### config.mk
export PLATFORM = sky130hd
export DESIGN_NAME = prg_loader_top
export DESIGN_NICKNAME = d
export VERILOG_FILES = /design/src/design/loader_pkg.sv /design/src/design/mem_write_port.sv /design/src/design/load_sequencer.sv /design/src/design/key_injector.sv /design/src/design/prg_loader_top.sv
export VERILOG_INCLUDE_DIRS = /design/src /design/src/design
export SDC_FILE = /design/constraint.sdc
export NUM_CORES = 1
export LEC_CHECK = 0
export ABC_AREA = 1
export BUFFER_PORTS_ARGS = -buffer_cell sky130_fd_sc_hd__buf_4
export CAP_MARGIN = 20
export CELL_PAD_IN_SITES_DETAIL_PLACEMENT = 1
export CELL_PAD_IN_SITES_GLOBAL_PLACEMENT = 1
export CORE_UTILIZATION = 45
export DETAILED_ROUTE_END_ITERATION = 10
export GPL_TIMING_DRIVEN = 0
export HOLD_SLACK_MARGIN = 0.05
export PLACE_DENSITY_LB_ADDON = 0.08
export SYNTH_ARGS = -nofsm -noshare
export SYNTH_HDL_FRONTEND = slang
export SYNTH_SLANG_ARGS = --single-unit
### constraint.sdc
create_clock -name clk_sys -period 5.4 [get_ports clk_sys]
set_clock_uncertainty 0.05 [all_clocks]
set_input_delay 0 -clock clk_sys [delete_from_list [all_inputs] [get_ports clk_sys]]
set_output_delay 0 -clock clk_sys [all_outputs]
set_load 0.01 [all_outputs]
### src/design/loader_config.svh
// Loader widths, autotype timing and page-zero pointer addresses, included by RTL and testbench
`ifndef LOADER_CONFIG_SVH
`define LOADER_CONFIG_SVH

// ====================
// Widths
`define LDR_ADDR_W 16
`define LDR_DATA_W 8

// Clock cycles between two autotype key events
`define LDR_KEY_STEP_CYCLES 200

// ====================
// BASIC pointers in page zero
`define LDR_PTR_TXT_LO 8'h2B
`define LDR_PTR_TXT_HI 8'h2C
`define LDR_PTR_SAVE_LO 8'hAC
`define LDR_PTR_SAVE_HI 8'hAD
// VAR, ARY, STR and LOAD_END all point at the end of the program
`define LDR_PTR_END_LO_SET 8'h2D, 8'h2F, 8'h31, 8'hAE
`define LDR_PTR_END_HI_SET 8'h2E, 8'h30, 8'h32, 8'hAF
`define LDR_MEMINIT_LAST 8'hFF

`endif

### src/design/loader_pkg.sv
// Types shared by the program loader blocks and its testbench, compiled before any module
`default_nettype none
`include "loader_config.svh"

package loader_pkg;

	// ====================
	// Host download beat, valid while strobe is high
	typedef struct packed {
		logic                   strobe;
		logic [`LDR_ADDR_W-1:0] offset;
		logic [`LDR_DATA_W-1:0] data;
	} dl_beat_t;

	// One byte write towards main memory
	typedef struct packed {
		logic [`LDR_ADDR_W-1:0] addr;
		logic [`LDR_DATA_W-1:0] data;
	} mem_req_t;

	// PS/2 key event, a new event is flagged by a change of toggle
	typedef struct packed {
		logic       toggle;
		logic       pressed;
		logic       extended;
		logic [7:0] code;
	} key_event_t;

	// ====================
	// Download sequencer states
	typedef enum logic [2:0] {
		LD_IDLE,
		LD_HEADER,
		LD_DATA,
		LD_MEMINIT,
		LD_DONE
	} load_state_e;

endpackage

`default_nettype wire

### src/design/mem_write_port.sv
// Single-entry memory write buffer, releases its byte in the next free slot of the core
`timescale 1ns/1ps
`default_nettype none

module mem_write_port (
	input  logic                 clk_sys,
	input  logic                 reset_n,
	input  logic                 wr_req_i,
	input  loader_pkg::mem_req_t wr_data_i,
	input  logic                 slot_i,
	output logic                 busy_o,
	output loader_pkg::mem_req_t mem_req_o,
	output logic                 mem_we_o
);

	// slot_i from the previous cycle
	logic slot_d;

	// ====================
	// Slot just freed by the core and a byte is waiting
	assign mem_we_o = busy_o && slot_d && !slot_i;

	always_ff @(posedge clk_sys) begin
		if (!reset_n) begin
			busy_o <= 1'b0;
			slot_d <= 1'b0;
		end else begin
			slot_d <= slot_i;
			if (wr_req_i) begin
				busy_o <= 1'b1;
			end else if (mem_we_o) begin
				// Drops the cycle after the write strobe
				busy_o <= 1'b0;
			end
		end
	end

	// ====================
	// Address and data stay put from capture until the write is done
	always_ff @(posedge clk_sys) begin
		if (wr_req_i) begin
			mem_req_o <= wr_data_i;
		end
	end

endmodule

`default_nettype wire

### src/design/load_sequencer.sv
// Download sequencer, turns a PRG byte stream into memory writes and then sets up BASIC pointers
`timescale 1ns/1ps
`default_nettype none
`include "loader_config.svh"

module load_sequencer (
	input  logic                 clk_sys,
	input  logic                 reset_n,
	input  logic                 dl_active_i,
	input  loader_pkg::dl_beat_t dl_beat_i,
	input  logic                 busy_i,
	output logic                 wr_req_o,
	output loader_pkg::mem_req_t wr_data_o,
	output logic                 dl_wait_o,
	output logic                 start_o
);
	import loader_pkg::*;

	// Start of BASIC text after a cold start, TXT keeps this value
	localparam logic [`LDR_ADDR_W-1:0] BASIC_START = 'h0801;

	load_state_e            state;
	logic [`LDR_ADDR_W-1:0] wr_ptr;
	logic [`LDR_ADDR_W-1:0] end_addr;
	logic [7:0]             zp_addr;
	logic                   busy_d;
	logic                   seen_busy;
	logic                   port_free;
	logic                   zp_hit;
	logic [`LDR_DATA_W-1:0] zp_byte;

	// Port idle now and a cycle ago, with no request in flight
	assign port_free = !busy_i && !busy_d && !wr_req_o;

	// ====================
	// Page-zero pointer table
	always_comb begin
		zp_hit  = 1'b1;
		zp_byte = '0;
		case (zp_addr)
			`LDR_PTR_TXT_LO:                    zp_byte = BASIC_START[7:0];
			`LDR_PTR_TXT_HI:                    zp_byte = BASIC_START[15:8];
			`LDR_PTR_SAVE_LO, `LDR_PTR_SAVE_HI: zp_byte = '0;
			`LDR_PTR_END_LO_SET:                zp_byte = end_addr[7:0];
			`LDR_PTR_END_HI_SET:                zp_byte = end_addr[15:8];
			default:                            zp_hit  = 1'b0;
		endcase
	end

	// ====================
	always_ff @(posedge clk_sys) begin
		if (!reset_n) begin
			state     <= LD_IDLE;
			wr_req_o  <= 1'b0;
			dl_wait_o <= 1'b0;
			start_o   <= 1'b0;
			seen_busy <= 1'b0;
			busy_d    <= 1'b0;
			zp_addr   <= '0;
		end else begin
			wr_req_o <= 1'b0;
			start_o  <= 1'b0;
			busy_d   <= busy_i;

			// Host stays on hold until the port has taken the byte and retired it
			if (dl_wait_o) begin
				if (busy_i) begin
					seen_busy <= 1'b1;
				end else if (seen_busy) begin
					seen_busy <= 1'b0;
					dl_wait_o <= 1'b0;
				end
			end

			case (state)
				LD_IDLE: begin
					if (dl_active_i) begin
						state <= LD_HEADER;
					end
				end
				LD_HEADER: begin
					if (!dl_active_i) begin
						state   <= LD_MEMINIT;
						zp_addr <= '0;
					end else if (dl_beat_i.strobe && dl_beat_i.offset == '0) begin
						wr_ptr[7:0]   <= dl_beat_i.data;
						end_addr[7:0] <= dl_beat_i.data;
					end else if (dl_beat_i.strobe && dl_beat_i.offset == 1) begin
						wr_ptr[15:8]   <= dl_beat_i.data;
						end_addr[15:8] <= dl_beat_i.data;
						state          <= LD_DATA;
					end
				end
				LD_DATA: begin
					if (!dl_active_i) begin
						state   <= LD_MEMINIT;
						zp_addr <= '0;
					end else if (dl_beat_i.strobe) begin
						wr_req_o  <= 1'b1;
						wr_data_o <= '{addr: wr_ptr, data: dl_beat_i.data};
						wr_ptr    <= wr_ptr + 1'b1;
						end_addr  <= end_addr + 1'b1;
						dl_wait_o <= 1'b1;
						seen_busy <= 1'b0;
					end
				end
				LD_MEMINIT: begin
					// One address per free slot, writes only at pointer bytes
					if (port_free) begin
						if (zp_hit) begin
							wr_req_o  <= 1'b1;
							wr_data_o <= '{addr: `LDR_ADDR_W'(zp_addr), data: zp_byte};
						end
						if (zp_addr == `LDR_MEMINIT_LAST) begin
							state <= LD_DONE;
						end else begin
							zp_addr <= zp_addr + 1'b1;
						end
					end
				end
				LD_DONE: begin
					// Last pointer byte must be in memory before RUN is typed
					if (port_free) begin
						start_o <= 1'b1;
						state   <= LD_IDLE;
					end
				end
				default: state <= LD_IDLE;
			endcase
		end
	end

endmodule

`default_nettype wire

### src/design/key_injector.sv
// Keyboard path to the core, passes live keys and types R U N RETURN after a program load
`timescale 1ns/1ps
`default_nettype none
`include "loader_config.svh"

module key_injector (
	input  logic                   clk_sys,
	input  logic                   reset_n,
	input  logic                   start_i,
	input  loader_pkg::key_event_t ps2_key_i,
	output loader_pkg::key_event_t key_o
);

	localparam int STEP_W = $clog2(`LDR_KEY_STEP_CYCLES);
	localparam logic [STEP_W-1:0] STEP_LAST = STEP_W'(`LDR_KEY_STEP_CYCLES - 1);
	// Press and release for each of the four keys
	localparam int EVT_COUNT = 8;

	// PS/2 set 2 codes for R, U, N and RETURN
	localparam logic [7:0] RUN_CODES [4] = '{8'h2D, 8'h3C, 8'h31, 8'h5A};

	logic              active;
	logic [STEP_W-1:0] step_cnt;
	logic [3:0]        evt_idx;

	// ====================
	always_ff @(posedge clk_sys) begin
		if (!reset_n) begin
			active   <= 1'b0;
			step_cnt <= '0;
			evt_idx  <= '0;
			key_o    <= '0;
		end else if (start_i) begin
			active   <= 1'b1;
			step_cnt <= '0;
			evt_idx  <= '0;
		end else if (active) begin
			if (step_cnt == STEP_LAST) begin
				step_cnt <= '0;
				if (evt_idx == 4'(EVT_COUNT)) begin
					// One quiet step after the last release, then live keys again
					active <= 1'b0;
				end else begin
					// Even index is the press, odd index the release
					key_o.toggle   <= ~key_o.toggle;
					key_o.pressed  <= ~evt_idx[0];
					key_o.extended <= 1'b0;
					key_o.code     <= RUN_CODES[evt_idx[2:1]];
					evt_idx        <= evt_idx + 1'b1;
				end
			end else begin
				step_cnt <= step_cnt + 1'b1;
			end
		end else begin
			// Normal operation
			key_o <= ps2_key_i;
		end
	end

endmodule

`default_nettype wire

### src/design/prg_loader_top.sv
// Program injection top level, connects the host download and keyboard to the core memory port
`timescale 1ns/1ps
`default_nettype none

module prg_loader_top (
	input  logic                   clk_sys,
	input  logic                   reset_n,
	// Host download stream
	input  logic                   dl_active_i,
	input  loader_pkg::dl_beat_t   dl_beat_i,
	output logic                   dl_wait_o,
	// Core memory slot
	input  logic                   slot_i,
	output loader_pkg::mem_req_t   mem_req_o,
	output logic                   mem_we_o,
	// Keyboard path
	input  loader_pkg::key_event_t ps2_key_i,
	output loader_pkg::key_event_t key_o
);
	import loader_pkg::*;

	logic     wr_req;
	mem_req_t wr_data;
	logic     wr_busy;
	logic     autotype_start;

	// ====================
	// Header capture, data writes and pointer init
	load_sequencer u_seq (
		.clk_sys     (clk_sys),
		.reset_n     (reset_n),
		.dl_active_i (dl_active_i),
		.dl_beat_i   (dl_beat_i),
		.busy_i      (wr_busy),
		.wr_req_o    (wr_req),
		.wr_data_o   (wr_data),
		.dl_wait_o   (dl_wait_o),
		.start_o     (autotype_start)
	);

	// Single-entry write buffer in front of the memory slot
	mem_write_port u_port (
		.clk_sys   (clk_sys),
		.reset_n   (reset_n),
		.wr_req_i  (wr_req),
		.wr_data_i (wr_data),
		.slot_i    (slot_i),
		.busy_o    (wr_busy),
		.mem_req_o (mem_req_o),
		.mem_we_o  (mem_we_o)
	);

	// Keyboard pass-through and RUN autotype
	key_injector u_keys (
		.clk_sys   (clk_sys),
		.reset_n   (reset_n),
		.start_i   (autotype_start),
		.ps2_key_i (ps2_key_i),
		.key_o     (key_o)
	);

endmodule

`default_nettype wire

==> run metrics <==
outcome=finished, final reports clean; sequential fraction of the synthesis area=a little over half; Crit Path Max Fanout=24; num ports=77; crit end category=flop; Core Footprint=0.0127 mm^2; clk root buf=clkbuf_16; drt initial violations=~240; row cnt=41; initial antenna violation count=0; postcts setup bufs=0; nets@finish=875; pre-CTS setup slack=around 2700 ps; Setup-failing EPs final=0; Post-Synthesis Cells=708; Worst-path clk slew=about 50 ps; area delta synth->final=27.0%; top cells by area, synth=edfxtp_1, dfxtp_1, nand2_1; DRT Wirelength=roughly 17 mm; area fraction of the dominant cell type after synthesis=a little over 40%; post-DP HPWL=12.2 mm; Die ar.=between 0.01 and 0.015 mm^2; die width=approximately 120 um; remaining global-route overflow=0; LEAKAGE=between 3 and 4 nW; WP data arrival=2650 ps; clk_lat worst skew=approximately 420 ps; cell area after synthesis=just under 0.006 mm^2; vias in the first global route=around 5.6k; Hold WC Path Type=input pin to flop; CP Data Required Time=5390 ps; FF+latch count, synth=122; final setup TNS=0 ps; Seq. cell area=about 0.0032 mm^2; async set or reset register ratio after synthesis=0%; most frequent cells in the layout=nand2_1, nor2_1, edfxtp_1; P per Cell Area=around 430 mW/mm^2; vias per cell=approximately 5.2; crit share post-route=approximately 49%; Yosys warning total=0; number of flops mapped to enable cells by yosys=80; IO buf count=76; Max-Cap Viols=0; wire length per cell=about 17 um; Crit Path Class=flop to flop; CTS tree=built; drt drc=0; first-pass GRT wire length=27.4 mm; Worst Max-Slew Pin Slew=roughly 1100 ps; RSZ-0062 raised after global routing=false; GP Congestion=about 0.9; chip height=117 um; CTS Sinks=between 100 and 150; area of the multi-input gates=~0.0023 mm^2; Final Slew Violations=0; Fmax=roughly 0.38 GHz; min Tclk post-route=~2700 ps; fin cells=between 1k and 1.5k; Resized Gates After CTS=0; routed via count=about 5.3k; WHS=around 54 ps; gr usage total=a little over a quarter; Final Hold Fails=0; Top FF cell, synth=edfxtp_1; Avg Inst Size Synth=approximately 8.4 um^2; Synth area leader=edfxtp_1; maximum vdd drop=0.000224 V; relative slew slack=between 20 and 30%; post-route ant nets=0; FILL cells=between 1.5k and 2k; n_diodes=0; CP startpoint kind=flop; Post-CTS Hold Fix Bufs=22; Longest Clk Path Bufs=2; syn nets=between 700 and 800; drt pass-1 iters=4; r2r setup slk=2740 ps; placed cell count=around 960; Initial Util=between 40% and 50%; largest net degree at the start of global routing=26; # H-tree levels=4; most common cell after layout, fill and taps aside=nand2_1; Netlist cell types=39; CTS Buf Count=17; Setup WS post-layout=between 2000 and 3000 ps; share of layout cells above drive strength 1=between 10% and 20%
[state kept, by name, summed over array words and instances, names as in the netlist, 3 cells and up]
signal            flops
u_port.mem_req_o     24
u_seq.wr_data_o      24
u_seq.end_addr       16
u_seq.wr_ptr         16
u_keys.key_o         11
u_keys.step_cnt       8
u_seq.zp_addr         8
u_keys.evt_idx        4
u_seq.state           3
[Yosys cell counts, types with 3 or more instances]
cell / instances
xnor2_1: 4
edfxtp_1: 80
nand2_1: 203
nor3_1: 14
nand4_1: 6
clkbuf_1: 8
nand2_2: 3
o21ai_0: 49
inv_1: 73
nor3b_1: 3
a21oi_1: 37
nand3_1: 49
nor2_1: 83
ha_1: 9
xor2_1: 5
dfxtp_1: 42
nand3_2: 5
buf_2: 5
[routing by layer]
metal  global-route usage (%)  routed length [um]  up-vias
li1                         -                   -     2572
met1                     29.4                7110     2538
met2                     50.8                9030      129
met3                     5.25                 562       37
met4                     11.5                 459        0
met5                        0                   0        -
[kinds of logic (layout without fill, tap and decap cells)]
| group | after synthesis | in the layout | synth area share (%) |
|---|---|---|---|
| and+or+nand+nor | 377 | 377 | 27.1 |
| DFF | 122 | 122 | 54.6 |
| AOI/OAI and AO/OA | 98 | 98 | 8.74 |
| buffers and inverters | 93 | 224 | 6.34 |
| adders and majority gates | 9 | 9 | 1.90 |
| xor gates and xnor gates | 9 | 9 | 1.33 |
[layout make-up]
type                            instances  area share (%)
Multi-Input combinational cell        493            30.9
Inverter                               76            3.81
Buffer                                 17            1.18
Timing Repair Buffer                   99            10.6
Clock buffer                           17            5.64
Tap cell                              172            2.85
Sequential cell                       122            43.0
Clock inverter                         15            2.02
[per-stage QoR]
stage	total power [mW]	util, %	area (um^2)
floorplan	1.78	-	5940
global placement	2.04	52.9	6730
detailed placement	2.09	53.0	6750
CTS	3.22	59.3	7540
global route	3.37	59.3	7540
finish	3.22	59.3	7540
[where the power goes]
part           switching [mW]  internal (mW)
Clock                   0.426          0.676
Combinational           0.533          0.274
Sequential              0.104           1.20
[worst max-delay path: stages (launching register included)]
cell and delay [ps]:
dfxtp_1 440, ha_1 270, inv_1 90, nor2_4 180, inv_1 80, nand2_1 60, nand2_1 60, nand3_2 170
nor2_1 60, nand3_1 70, nand2_1 90, inv_1 650
[worst paths after layout]
check	start	to	cells past startpoint
min reg2reg	u_seq.wr_data_o[0]	u_port.mem_req_o[0]	0
min	dl_active_i	u_seq.zp_addr[1]	6
max	u_seq.zp_addr[0]	u_seq.wr_data_o[0]	11
max reg2reg	u_seq.zp_addr[0]	u_seq.wr_data_o[0]	11
(Power assumes the default switching activity.)
